==> src/bridge_config.svh <==
`ifndef BRIDGE_CONFIG_SVH
`define BRIDGE_CONFIG_SVH

// **********************************************************************
// Host memory map
// **********************************************************************

// Addr[21:19] value that selects the 512 KB socket window
`define BRIDGE_WINDOW        3'b010

// Address bits of GPU RAM, offsets at or above 2**N read back FF
`define BRIDGE_RAM_BITS      15

// Base of the 16-byte bank-ID block, low nibble indexes the table
`define BRIDGE_BANK_ID_BASE  22'h17FFF0

// 1 returns the bank-ID table, 0 returns FF for that block
`define BRIDGE_BANK_RESPONSE 1

// **********************************************************************
// Host I/O ports
// **********************************************************************

`define BRIDGE_IO_SPKR       8'd242   // Speaker one-shot
`define BRIDGE_IO_BLNK       8'd243   // DAC blank control

`endif

==> src/z80_bridge_pkg.sv <==
package z80_bridge_pkg;

   // **********************************************************************
   // Host side pins, sampled as levels in GPU_CLK
   // **********************************************************************
   typedef struct packed {
      logic        m1_n;      // Opcode fetch, active low
      logic        mreq_n;    // Memory request, active low
      logic        iorq_n;    // I/O request, active low
      logic        wr_n;      // Write strobe, active low
      logic        rd_n;      // Read strobe, active low
      logic [21:0] addr;      // Extended host address
      logic [7:0]  wdata;     // Host data toward GPU
   } z80_bus_t;

   // Classified bus cycle
   typedef enum logic [2:0] {
      OP_IDLE,
      OP_MEM_WRITE,
      OP_MEM_READ,
      OP_IO_SPKR,
      OP_IO_BLNK
   } cycle_op_e;

   typedef struct packed {
      cycle_op_e   op;        // Cycle class
      logic [18:0] offset;    // Offset inside the window
      logic [7:0]  wdata;     // Host write byte
      logic        in_range;  // Offset inside GPU RAM
      logic        bank_hit;  // Address in bank-ID block
      logic [3:0]  bank_idx;  // Table entry select
   } bus_cycle_t;

   // Request toward GPU RAM
   typedef struct packed {
      logic        wr_ena;    // One-cycle write pulse
      logic        rd_req;    // One-cycle read request
      logic [18:0] addr;
      logic [7:0]  wdata;
   } gpu_req_t;

   // Return path and level converter controls
   typedef struct packed {
      logic [7:0]  rdata;     // Byte for the host
      logic        rdata_ena; // Data valid toward host
      logic        dir_245;   // High drives toward Z80
      logic        oe_245_n;  // Converter enable, active low
   } z80_drive_t;

   // Bank identification bytes
   parameter logic [7:0] BANK_ID [0:15] = '{
      8'd9,  8'd3,  8'd71, 8'd80, 8'd85, 8'd32,  8'd69,  8'd80,
      8'd52, 8'd67, 8'd69, 8'd54, 8'd0,  8'd255, 8'd255, 8'd255
   };

endpackage

==> src/z80_bus_decode.sv <==
`timescale 1ns/100ps
`include "bridge_config.svh"

module z80_bus_decode (
   input  logic                      GPU_CLK,
   input  logic                      reset,
   input  z80_bridge_pkg::z80_bus_t  bus,
   output z80_bridge_pkg::bus_cycle_t cycle
);
   import z80_bridge_pkg::*;

   localparam logic [21:0] BANK_BASE = `BRIDGE_BANK_ID_BASE;

   logic        mem_cyc;    // MREQ without opcode fetch
   logic        win_hit;    // Socket window selected
   logic        in_range;   // Below GPU RAM top
   logic        bank_hit;   // Bank-ID block selected
   cycle_op_e   next_op;
   cycle_op_e   op_q;
   logic [18:0] offset_q;
   logic [7:0]  wdata_q;
   logic        in_range_q;
   logic        bank_hit_q;
   logic [3:0]  bank_idx_q;

   // **********************************************************************
   // Address compares and cycle class
   // **********************************************************************
   assign mem_cyc  = !bus.mreq_n && bus.m1_n;
   assign win_hit  = (bus.addr[21:19] == `BRIDGE_WINDOW);
   assign in_range = win_hit && (bus.addr[18:0] < (19'd1 << `BRIDGE_RAM_BITS));
   assign bank_hit = (bus.addr[21:4] == BANK_BASE[21:4]);

   always_comb begin
      next_op = OP_IDLE;                                   // No strobe active
      if (mem_cyc && !bus.wr_n && in_range) begin
         next_op = OP_MEM_WRITE;                           // Writes only inside RAM
      end else if (mem_cyc && !bus.rd_n && win_hit) begin
         next_op = OP_MEM_READ;                            // Reads anywhere in window
      end else if (!bus.iorq_n && bus.m1_n && !bus.wr_n) begin
         if (bus.addr[7:0] == `BRIDGE_IO_SPKR)
            next_op = OP_IO_SPKR;
         else if (bus.addr[7:0] == `BRIDGE_IO_BLNK)
            next_op = OP_IO_BLNK;
      end
   end

   always_ff @(posedge GPU_CLK) begin
      if (reset)
         op_q <= OP_IDLE;
      else
         op_q <= next_op;                                  // One cycle of latency
   end

   always_ff @(posedge GPU_CLK) begin
      offset_q   <= bus.addr[18:0];                        // Payload follows the bus
      wdata_q    <= bus.wdata;
      in_range_q <= in_range;
      bank_hit_q <= bank_hit;
      bank_idx_q <= bus.addr[3:0];
   end

   assign cycle = '{op: op_q, offset: offset_q, wdata: wdata_q, in_range: in_range_q,
                    bank_hit: bank_hit_q, bank_idx: bank_idx_q};

   // Host never drives both strobes
   a_rd_wr_excl : assert property (@(posedge GPU_CLK) disable iff (reset)
      !(!bus.rd_n && !bus.wr_n));

endmodule

==> src/gpu_access_sequencer.sv <==
`timescale 1ns/100ps

module gpu_access_sequencer (
   input  logic                       GPU_CLK,
   input  logic                       reset,
   input  z80_bridge_pkg::bus_cycle_t cycle,
   output z80_bridge_pkg::gpu_req_t   gpu
);
   import z80_bridge_pkg::*;

   cycle_op_e   prev_op;      // Class seen at last edge
   logic        new_wr;
   logic        new_rd;
   logic        wr_ena_q;
   logic        rd_req_q;
   logic [18:0] addr_q;
   logic [7:0]  wdata_q;

   // Pulse only on the first edge of a memory class
   assign new_wr = (cycle.op == OP_MEM_WRITE) && (prev_op != OP_MEM_WRITE);
   assign new_rd = (cycle.op == OP_MEM_READ) && (prev_op != OP_MEM_READ);

   always_ff @(posedge GPU_CLK) begin
      if (reset) begin
         prev_op  <= OP_IDLE;
         wr_ena_q <= 1'b0;
         rd_req_q <= 1'b0;
      end else begin
         prev_op  <= cycle.op;
         wr_ena_q <= new_wr;                               // Single write strobe
         rd_req_q <= new_rd;                               // Single read request
      end
   end

   always_ff @(posedge GPU_CLK) begin
      if (new_wr || new_rd) begin
         addr_q  <= cycle.offset;                          // Held for the whole access
         wdata_q <= cycle.wdata;
      end
   end

   assign gpu = '{wr_ena: wr_ena_q, rd_req: rd_req_q, addr: addr_q, wdata: wdata_q};

   a_wr_rd_excl : assert property (@(posedge GPU_CLK) disable iff (reset)
      !(gpu.wr_ena && gpu.rd_req));
   a_wr_single : assert property (@(posedge GPU_CLK) disable iff (reset)
      gpu.wr_ena |=> !gpu.wr_ena);
   a_rd_single : assert property (@(posedge GPU_CLK) disable iff (reset)
      gpu.rd_req |=> !gpu.rd_req);

endmodule

==> src/io_port_control.sv <==
`timescale 1ns/100ps

module io_port_control (
   input  logic                       GPU_CLK,
   input  logic                       reset,
   input  z80_bridge_pkg::bus_cycle_t cycle,
   output logic                       spkr_en,
   output logic                       video_en
);
   import z80_bridge_pkg::*;

   cycle_op_e prev_op;          // For start-of-cycle detect
   logic      new_spkr;
   logic      new_blnk;

   // **********************************************************************
   // Port write edge detect
   // **********************************************************************
   assign new_spkr = (cycle.op == OP_IO_SPKR) && (prev_op != OP_IO_SPKR);
   assign new_blnk = (cycle.op == OP_IO_BLNK) && (prev_op != OP_IO_BLNK);

   always_ff @(posedge GPU_CLK) begin
      if (reset) begin
         prev_op  <= OP_IDLE;
         spkr_en  <= 1'b0;
         video_en <= 1'b1;                                 // Video on out of reset
      end else begin
         prev_op <= cycle.op;
         spkr_en <= new_spkr && (cycle.wdata != 8'h00);    // One-shot, zero is ignored
         if (new_blnk)
            video_en <= (cycle.wdata != 8'h00);            // Zero blanks the DAC
      end
   end

endmodule

==> src/read_data_return.sv <==
`timescale 1ns/100ps
`include "bridge_config.svh"

module read_data_return (
   input  logic                       GPU_CLK,
   input  logic                       reset,
   input  z80_bridge_pkg::bus_cycle_t cycle,
   input  logic [7:0]                 gpu_rdata,
   input  logic                       gpu_rd_rdy,
   output z80_bridge_pkg::z80_drive_t drive
);
   import z80_bridge_pkg::*;

   logic       is_read;         // Host reading the window
   logic       is_mem;          // Any memory class
   logic       bank_ena;        // Bank-ID answer allowed
   logic [7:0] ret_byte;        // Byte picked for the host

   assign is_read  = (cycle.op == OP_MEM_READ);
   assign is_mem   = is_read || (cycle.op == OP_MEM_WRITE);
   assign bank_ena = cycle.bank_hit && (`BRIDGE_BANK_RESPONSE != 0);

   // **********************************************************************
   // Return byte select
   // **********************************************************************
   always_comb begin
      if (cycle.in_range)
         ret_byte = gpu_rdata;                             // GPU RAM contents
      else if (bank_ena)
         ret_byte = BANK_ID[cycle.bank_idx];               // Bank identification
      else
         ret_byte = 8'hFF;                                 // Above RAM top
   end

   // **********************************************************************
   // Data latch and converter controls
   // **********************************************************************
   always_ff @(posedge GPU_CLK) begin
      if (reset) begin
         drive.rdata     <= 8'h00;
         drive.rdata_ena <= 1'b0;
         drive.dir_245   <= 1'b0;                          // Toward FPGA
         drive.oe_245_n  <= 1'b1;                          // Converter off
      end else begin
         if (gpu_rd_rdy)
            drive.rdata <= ret_byte;                       // Holds until next answer
         drive.rdata_ena <= is_read;
         drive.dir_245   <= is_read;                       // Toward Z80 on reads
         drive.oe_245_n  <= !is_mem;
      end
   end

   // GPU answers only inside a host read
   a_rdy_in_read : assert property (@(posedge GPU_CLK) disable iff (reset)
      gpu_rd_rdy |-> (cycle.op == OP_MEM_READ));

endmodule

==> src/z80_gpu_bridge.sv <==
`timescale 1ns/100ps

module z80_gpu_bridge (
   input  logic                       GPU_CLK,
   input  logic                       reset,
   input  z80_bridge_pkg::z80_bus_t   z80_bus,
   input  logic [7:0]                 gpu_rdata,
   input  logic                       gpu_rd_rdy,
   output z80_bridge_pkg::gpu_req_t   gpu,
   output z80_bridge_pkg::z80_drive_t z80_drive,
   output logic                       spkr_en,
   output logic                       video_en
);
   import z80_bridge_pkg::*;

   bus_cycle_t cycle;           // Registered cycle class, shared by all blocks

   // **********************************************************************
   // Bus cycle classification
   // **********************************************************************
   z80_bus_decode u_decode (
      .GPU_CLK (GPU_CLK),
      .reset   (reset),
      .bus     (z80_bus),
      .cycle   (cycle)
   );

   // GPU write and read pulses
   gpu_access_sequencer u_sequencer (
      .GPU_CLK (GPU_CLK),
      .reset   (reset),
      .cycle   (cycle),
      .gpu     (gpu)
   );

   // Speaker and blank ports
   io_port_control u_io (
      .GPU_CLK  (GPU_CLK),
      .reset    (reset),
      .cycle    (cycle),
      .spkr_en  (spkr_en),
      .video_en (video_en)
   );

   // Host read data and level converters
   read_data_return u_return (
      .GPU_CLK    (GPU_CLK),
      .reset      (reset),
      .cycle      (cycle),
      .gpu_rdata  (gpu_rdata),
      .gpu_rd_rdy (gpu_rd_rdy),
      .drive      (z80_drive)
   );

endmodule

==> config.mk <==
export PLATFORM = sky130hd
export DESIGN_NAME = z80_gpu_bridge
export DESIGN_NICKNAME = d
export VERILOG_FILES = /design/src/z80_bridge_pkg.sv /design/src/z80_bus_decode.sv /design/src/gpu_access_sequencer.sv /design/src/io_port_control.sv /design/src/read_data_return.sv /design/src/z80_gpu_bridge.sv
export VERILOG_INCLUDE_DIRS = /design/src /design/src/src
export SDC_FILE = /design/constraint.sdc
export NUM_CORES = 1
export LEC_CHECK = 0
export ABC_AREA = 1
export BUFFER_PORTS_ARGS = -buffer_cell sky130_fd_sc_hd__buf_2
export CORE_MARGIN = 2
export CORE_UTILIZATION = 37
export DETAILED_ROUTE_END_ITERATION = 10
export SLEW_MARGIN = 30
export SYNTH_ARGS = -nofsm -noshare
export SYNTH_HDL_FRONTEND = slang
export SYNTH_SLANG_ARGS = --single-unit
==> constraint.sdc <==
create_clock -name GPU_CLK -period 2.15 [get_ports GPU_CLK]
set_input_delay 0 -clock GPU_CLK [delete_from_list [all_inputs] [get_ports GPU_CLK]]
set_output_delay 0 -clock GPU_CLK [all_outputs]
set_load 0.02 [all_outputs]
==> impl_metrics.json, run 1 <==
{
  "status": "finished clean",
  "finClkSkew_ns": 0.0150,
  "viasPerCell": 4.47,
  "syn_to_final_growth_pct": 41.1,
  "holdPathEnd": "u_return.drive[8]$_SDFFE_PP0P_",
  "cts_buffer_depth": 2,
  "period_needed_ns": 1.97,
  "gr-usage-met2_pct": 25.7,
  "r2r-start": "u_decode.op_q[0]$_SDFF_PP0_",
  "tightestPinTransition_ns": 0.473,
  "p_per_area_nw_per_um2": 764,
  "hpwl_um": 3750,
  "max_clock_freq_ghz": 0.507,
  "dpl.cell_count": 395,
  "gp_congestion": 0.787,
  "wl_per_cell_um": 12.7,
  "grt_pass1_wl_um": 8970,
  "floorplan.die.height_um": 87.5,
  "rows": 30,
  "reg2reg_slack_ns": 0.68,
  "min-delay-path-class": "in -> reg",
  "cp.required_ns": 2.43,
  "pwr-share-comb_pct": 7.3,
  "critPathSlowestCell": "dlygate4sd3_1",
  "p_leak_nw": 1.61,
  "ioPinCount": 88,
  "yosys_warnings": 0,
  "cts_buffers": 9,
  "cp_data_arrival_time_ns": 2.25,
  "synth_enable_flop_cells": 27,
  "ys_types": 26,
  "yosys_most_used_dff": "dfxtp_1",
  "irDropWorstVdd_v": 0.000358,
  "setup_viol": 0,
  "final_hold_viol_count": 0,
  "clkPwrFrac_pct": 37.2,
  "yosys.area_share.simple_pct": 18.0,
  "nets": 413,
  "startpoint_type": "input pin",
  "ant_nets": 0,
  "hold_start": "gpu_rd_rdy",
  "antennaDiodeCount": 0,
  "antenna_found_initial": 0,
  "h-tree-depth": 3,
  "cts_tree": "done",
  "synth.mux.area_fraction_pct": 0,
  "core-area_um2": 6760,
  "die_w_um": 87.5,
  "reg2reg_to": "u_sequencer.addr_q[2]$_DFFE_PP_",
  "switching_share_pct": 22.3,
  "synth_compound_gate_area_share_pct": 5.43,
  "route.vias.total": 1996,
  "ys_seq_elements": 76,
  "route.detailed.drc": 0,
  "p_sw_w": 0.000620,
  "finalCritPeriodShare_pct": 91.7,
  "wirelength_um": 5680,
  "reg2regPathDepth": 5,
  "stdcell_count": 447,
  "drtPass1Iterations": 4,
  "clkTransAtPathRegs_ns": 0.08,
  "insertion_delay_ns": 0.34,
  "dieArea_um2": 7660,
  "yosys.area_share.adder_pct": 2.42,
  "first_iter_violations": 100,
  "synthXorXnorAreaFrac_pct": 0,
  "drive_above_1_share_pct": 31.9,
  "synth_fp_nets": 283,
  "synth_top_family_by_area": "simple AND/OR/NAND/NOR gates",
  "cts_root_buf": "clkbuf_8",
  "clkSinkCount": 76,
  "mostFrequentLayoutCells": "buf_2, dfxtp_1, nand2_1, dlygate4sd3_1, edfxtp_1",
  "syn_avg_cell_area_um2": 11.1,
  "hold_depth": 2,
  "cp-end-kind": "flip-flop",
  "grt_pass1_vias": 1924,
  "rsz0062_at_grt": "false",
  "slew_headroom_pct": 68.4,
  "ys_seq_area_share_pct": 69.4,
  "syn_area_um2": 2580,
  "start_util_pct": 38.2,
  "power_frac_seq_pct": 55.5,
  "crit_chain": "dlygate4sd3_1 > buf_2 > nor3b_2 > dlygate4sd3_1 > nand2_1 > a21oi_1 > dlygate4sd3_1",
  "finalSetupTns_ns": 0,
  "grt_max_degree": 19,
  "crit_top_cell": "dlygate4sd3_1",
  "grtUsageMet1_pct": 19.5,
  "worst-setup-path-type": "in -> reg",
  "grt-ovfl-total": 0,
  "mostFrequentLayoutCell": "buf_2",
  "cap_viol_max_count": 0,
  "grt_usage_pct": 15.6,
  "ys_async_sr_fraction_pct": 0,
  "cp_max_fo": 2,
  "slew_violations": 0,
  "busiest_layer": "met2",
  "use_met3_pct": 3.58,
  "io_buffer_count": 87,
  "cpPeakStageDelay_ns": 0.61,
  "syn_inst": 232,
  "power.internal_w": 0.00217
}
## final cells by class
cell class,count,area (um^2)
clock buffer,10,128
tap,80,100
multi-input combinational,129,673
sequential,76,1790
inverter,21,78.8
timing repair buffer,125,811
clock inverter,6,62.6
fill,590,3110
## power by group through the flow
stage / clock [W] / combinational (W) / sequential [W]
CTS: 0.00107 / 0.000200 / 0.00155
floorplan: 0 / 0.0000669 / 0.00159
global route: 0.00113 / 0.000226 / 0.00155
finish: 0.00104 / 0.000203 / 0.00155
global placement: 0 / 0.000151 / 0.00158
detailed placement: 0 / 0.000152 / 0.00158
## through the flow
stage	hold slack [ns]	setup WS [ns]	instance area [um^2]	utilization, %	total power [W]
6_report	0.0146	0.179	3640	53.9	0.00278
5_1_grt	0.0137	0.117	3640	53.9	0.00291
2_1_floorplan	0.0277	0.494	2580	-	0.00166
4_1_cts	0.000159	0.127	3640	53.9	0.00281
3_5_place_dp	0.104	0.702	3090	45.7	0.00173
3_3_place_gp	0.105	0.757	3090	45.7	0.00173
## cells in the mapped netlist (all sizes together) (4+ instances only)
master | instances | area share (%)
inv | 21 | 3.1
ha | 5 | 2.4
a21oi | 10 | 2.8
dfxtp | 49 | 38
nand3 | 20 | 3.9
nand2 | 38 | 5.7
or2 | 4 | 0.97
nor2 | 24 | 3.6
buf | 6 | 1.7
o21ai | 9 | 1.7
edfxtp | 27 | 31
nor3 | 6 | 1.2
nand4 | 5 | 1.2
## cell families (layout without fill, tap and decap cells)
family,count (synthesis),count (layout)
compound gates,22,22
fa+ha+maj,5,5
buf+inv,27,162
flops,76,76
simple gates,102,102
## critical path, delay by kind of cell
kind	cells	cell delay, ns
AO/OA/AOI/OAI	1	0.14
AND/OR/NAND/NOR	2	0.27
buffers and inverters	4	1.84
## layer usage
layer	vias to the layer above	wire length [um]
met1	879	2520
met2	73	2790
li1	1036	-
met3	8	279
met5	-	0
met4	0	92
## how the worst max path moves through the flow
stage | from | depth (start not counted) | endpoint
CTS | z80_bus[27] | 8 | u_decode.op_q[1]$_SDFF_PP0_
global placement | u_decode.op_q[1]$_SDFF_PP0_ | 5 | u_sequencer.addr_q[13]$_DFFE_PP_
finish | z80_bus[31] | 7 | u_decode.op_q[1]$_SDFF_PP0_
floorplan | u_decode.op_q[1]$_SDFF_PP0_ | 4 | u_sequencer.addr_q[0]$_DFFE_PP_
global route | z80_bus[32] | 7 | u_decode.op_q[1]$_SDFF_PP0_
detailed placement | u_decode.op_q[0]$_SDFF_PP0_ | 5 | u_sequencer.addr_q[5]$_DFFE_PP_
## registers in the layout (all words and copies together), names as in the netlist
register / flops
u_decode.offset_q: 19
u_sequencer.addr_q: 19
u_return.drive: 10
u_decode.wdata_q: 8
u_sequencer.wdata_q: 8
u_decode.op_q: 3
u_io.prev_op: 3
u_decode.bank_hit_q: 1
u_decode.in_range_q: 1
u_io.spkr_en: 1
u_io.video_en: 1
u_sequencer.rd_req_q: 1
u_sequencer.wr_ena_q: 1
## what timing repair did
action                     in CTS  in global routing
hold endpoints to repair       42                  2
hold buffers                   36                  1
setup buffers                   0                  0
setup endpoints to repair       0                  1
resized for setup               0                  1
No activity file was read; power rests on OpenSTA's default activity.
==> inputs of run 2 (changes only) <==
--- a/config.mk
+++ b/config.mk
@@ -14,4 +14,5 @@
 export SLEW_MARGIN = 30
 export SYNTH_ARGS = -nofsm -noshare
 export SYNTH_HDL_FRONTEND = slang
+export SYNTH_HIERARCHICAL = 1
 export SYNTH_SLANG_ARGS = --single-unit
==> run 2 against run 1 <==
Sequential power is 3% higher. Highest routed layer unchanged. First-iteration DRC count is 23% lower. Area after synthesis rose by 9.8%. Sequential cell count grew 3. Cell area increased by 6.5%. Clock power is essentially flat.
==> impl_metrics.json, run 2 <==
{
  "cts_buffer_depth": 2,
  "yosys.area_share.simple_pct": 20.1,
  "clkSinkCount": 79,
  "reg.largest.list": "u_sequencer/addr_q x19, u_decode/offset_q x16, u_return/drive x10",
  "synth_top_family_by_area": "simple AND/OR/NAND/NOR gates",
  "largest_reg_flops": 19,
  "power.internal_w": 0.00219,
  "cp_data_arrival_time_ns": 1.43,
  "rsz0062_at_grt": "false",
  "clkPwrFrac_pct": 36.3,
  "hpwl_um": 3990,
  "p_per_area_nw_per_um2": 733,
  "wl_per_cell_um": 11.5,
  "ctsHoldBuffers": 37,
  "route.detailed.drc": 0,
  "synth_area_leaders": "dfxtp_1, edfxtp_1, nand2_1, inv_1, nor2_1",
  "floorplan.die.height_um": 91.6,
  "ys_seq_elements": 79,
  "grt-ovfl-total": 0,
  "mostFrequentLayoutCells": "buf_2, dfxtp_1, nand2_1, dlygate4sd3_1",
  "yosysMostFrequentCell": "dfxtp_1",
  "synth_fp_nets": 323,
  "cp-end-kind": "flip-flop",
  "finalCritPeriodShare_pct": 66.1,
  "yosys.area.top_type": "dfxtp_1",
  "die_w_um": 91.6,
  "h-tree-depth": 3,
  "ys_seq_area_share_pct": 65.3,
  "p_sw_w": 0.000658,
  "setup_viol": 0,
  "yosys_warnings": 6,
  "synthXorXnorAreaFrac_pct": 0,
  "route.vias.total": 2119,
  "power_frac_seq_pct": 56.3,
  "slew_violations": 0,
  "stdcell_count": 501,
  "post_cts_resized": 0,
  "pwr-share-comb_pct": 7.4,
  "antenna_found_initial": 0,
  "drive_above_1_share_pct": 33.1,
  "r2r-start": "u_decode/op_q[1]$_SDFF_PP0_",
  "yosys_most_used_dff": "dfxtp_1",
  "wirelength_um": 5760,
  "synth_enable_flop_cells": 27,
  "top_register": "u_sequencer/addr_q",
  "core-area_um2": 7330,
  "synth_compound_gate_area_share_pct": 4.41,
  "min-delay-path-class": "in -> reg",
  "clkTransAtPathRegs_ns": 0.08,
  "grt_pass1_vias": 2062,
  "drtPass1Iterations": 4,
  "finClkSkew_ns": 0.00715,
  "grt_usage_pct": 14.0,
  "insertion_delay_ns": 0.34,
  "mostFrequentLayoutCell": "buf_2",
  "antennaDiodeCount": 0,
  "cap_viol_max_count": 0,
  "dpl.cell_count": 448,
  "fillers": 652,
  "first_iter_violations": 77,
  "worst-setup-path-type": "reg -> reg",
  "postCtsSetupRepairBufs": 0,
  "max_clock_freq_ghz": 0.704,
  "syn_inst": 272,
  "synth.mux.area_fraction_pct": 0,
  "ant_nets": 0,
  "ys_async_sr_fraction_pct": 0,
  "ys_types": 29,
  "timing.hold.ws_ns": 0.0118,
  "dieArea_um2": 8380,
  "slew_headroom_pct": 73.7,
  "cp.required_ns": 2.16,
  "syn_area_um2": 2840,
  "syn_avg_cell_area_um2": 10.4,
  "irDropWorstVdd_v": 0.000451,
  "final_hold_viol_count": 0,
  "crit_start": "u_decode/op_q[1]$_SDFF_PP0_",
  "viasPerCell": 4.23,
  "grt_pass1_wl_um": 9110,
  "syn_to_final_growth_pct": 36.8,
  "cp_max_fo": 27,
  "status": "finished clean",
  "cts_tree": "done",
  "switching_share_pct": 23.1,
  "p_leak_nw": 1.73,
  "period_needed_ns": 1.42,
  "grt_max_degree": 28,
  "synth_top_area_share_pct": 36.7,
  "tightestPinTransition_ns": 0.391,
  "cts_buffers": 9,
  "gp_congestion": 0.773,
  "finalSetupTns_ns": 0,
  "rows": 31,
  "nets": 448,
  "start_util_pct": 38.7,
  "cts_root_buf": "clkbuf_8",
  "ioPinCount": 88,
  "io_buffer_count": 87,
  "synth_top_cells_by_count": "dfxtp_1, nand2_1, inv_1, nor2_1, edfxtp_1",
  "startpoint_type": "flip-flop",
  "yosys.area_share.adder_pct": 2.21,
  "hold_start": "reset"
}
run 2: cell types whose count changed after synthesis, sizes merged, moves of 3 or more:
| cell | change |
|---|---|
| buf | +5 |
| dfxtp | +3 |
| nor3 | -4 |
| nand3 | -3 |
| nand2 | +10 |
| inv | +17 |
| nor2 | +10 |
run 2: cell type report:
cell class,count,area (um^2),share of cell area (%)
Clock buffer,11,153,3.93
Tap cell,99,124,3.19
Multi-Input combinational cell,144,758,19.5
Timing Repair Buffer,125,813,21.0
Sequential cell,79,1850,47.7
Inverter,38,143,3.68
Clock inverter,5,38.8,0.999
run 2: logic make-up (layout without fill, tap and decap cells):
kind of cell | after synthesis | in the layout
fa+ha+maj | 5 | 5
compound gates | 21 | 21
simple gates | 118 | 118
buf+inv | 49 | 179
flops | 79 | 79
run 2: metal layers:
metal | share of wire [%] | track usage [%] | wire [um] | vias up
met5 | 0 | 0 | 0 | -
met4 | 3.0 | 8.84 | 173 | 0
met3 | 4.3 | 3.15 | 249 | 13
met2 | 50 | 23.8 | 2900 | 57
met1 | 42 | 15.8 | 2440 | 932
li1 | - | - | - | 1117
run 2: power groups by stage:
stage	Combinational, W	Sequential [W]	Clock [W]
after floorplan	0.0000740	0.00165	0
after global placement	0.000154	0.00164	0
after detailed placement	0.000157	0.00164	0
after CTS	0.000210	0.00160	0.00106
after global routing	0.000232	0.00161	0.00112
final	0.000210	0.00160	0.00103
run 2: worst paths after layout:
check	to	slack, ns	cells after the start
max reg2reg	u_sequencer/addr_q[3]$_DFFE_PP_	0.73	6
min	u_io/prev_op[1]$_SDFF_PP0_	0.01	2
min reg2reg	u_sequencer/addr_q[13]$_DFFE_PP_	0.41	0
max	u_sequencer/addr_q[3]$_DFFE_PP_	0.73	6
run 2: metrics by stage:
stage	worst slack, ns	util [%]	cell area (um^2)	power [W]
2_1_floorplan	0.580	-	2840	0.00172
3_3_place_gp	0.800	45.3	3320	0.00179
3_5_place_dp	0.752	45.3	3320	0.00179
4_1_cts	0.736	52.9	3880	0.00287
5_1_grt	0.630	52.9	3880	0.00296
6_report	0.729	52.9	3880	0.00284
run 2: critical path, cell delays in order, from the launching register on:
cell     delay (ns)
dfxtp_1        0.37
inv_1          0.11
nand2_1        0.05
nor2_1         0.09
nand2_1        0.07
nand2_1        0.06
buf_4          0.32
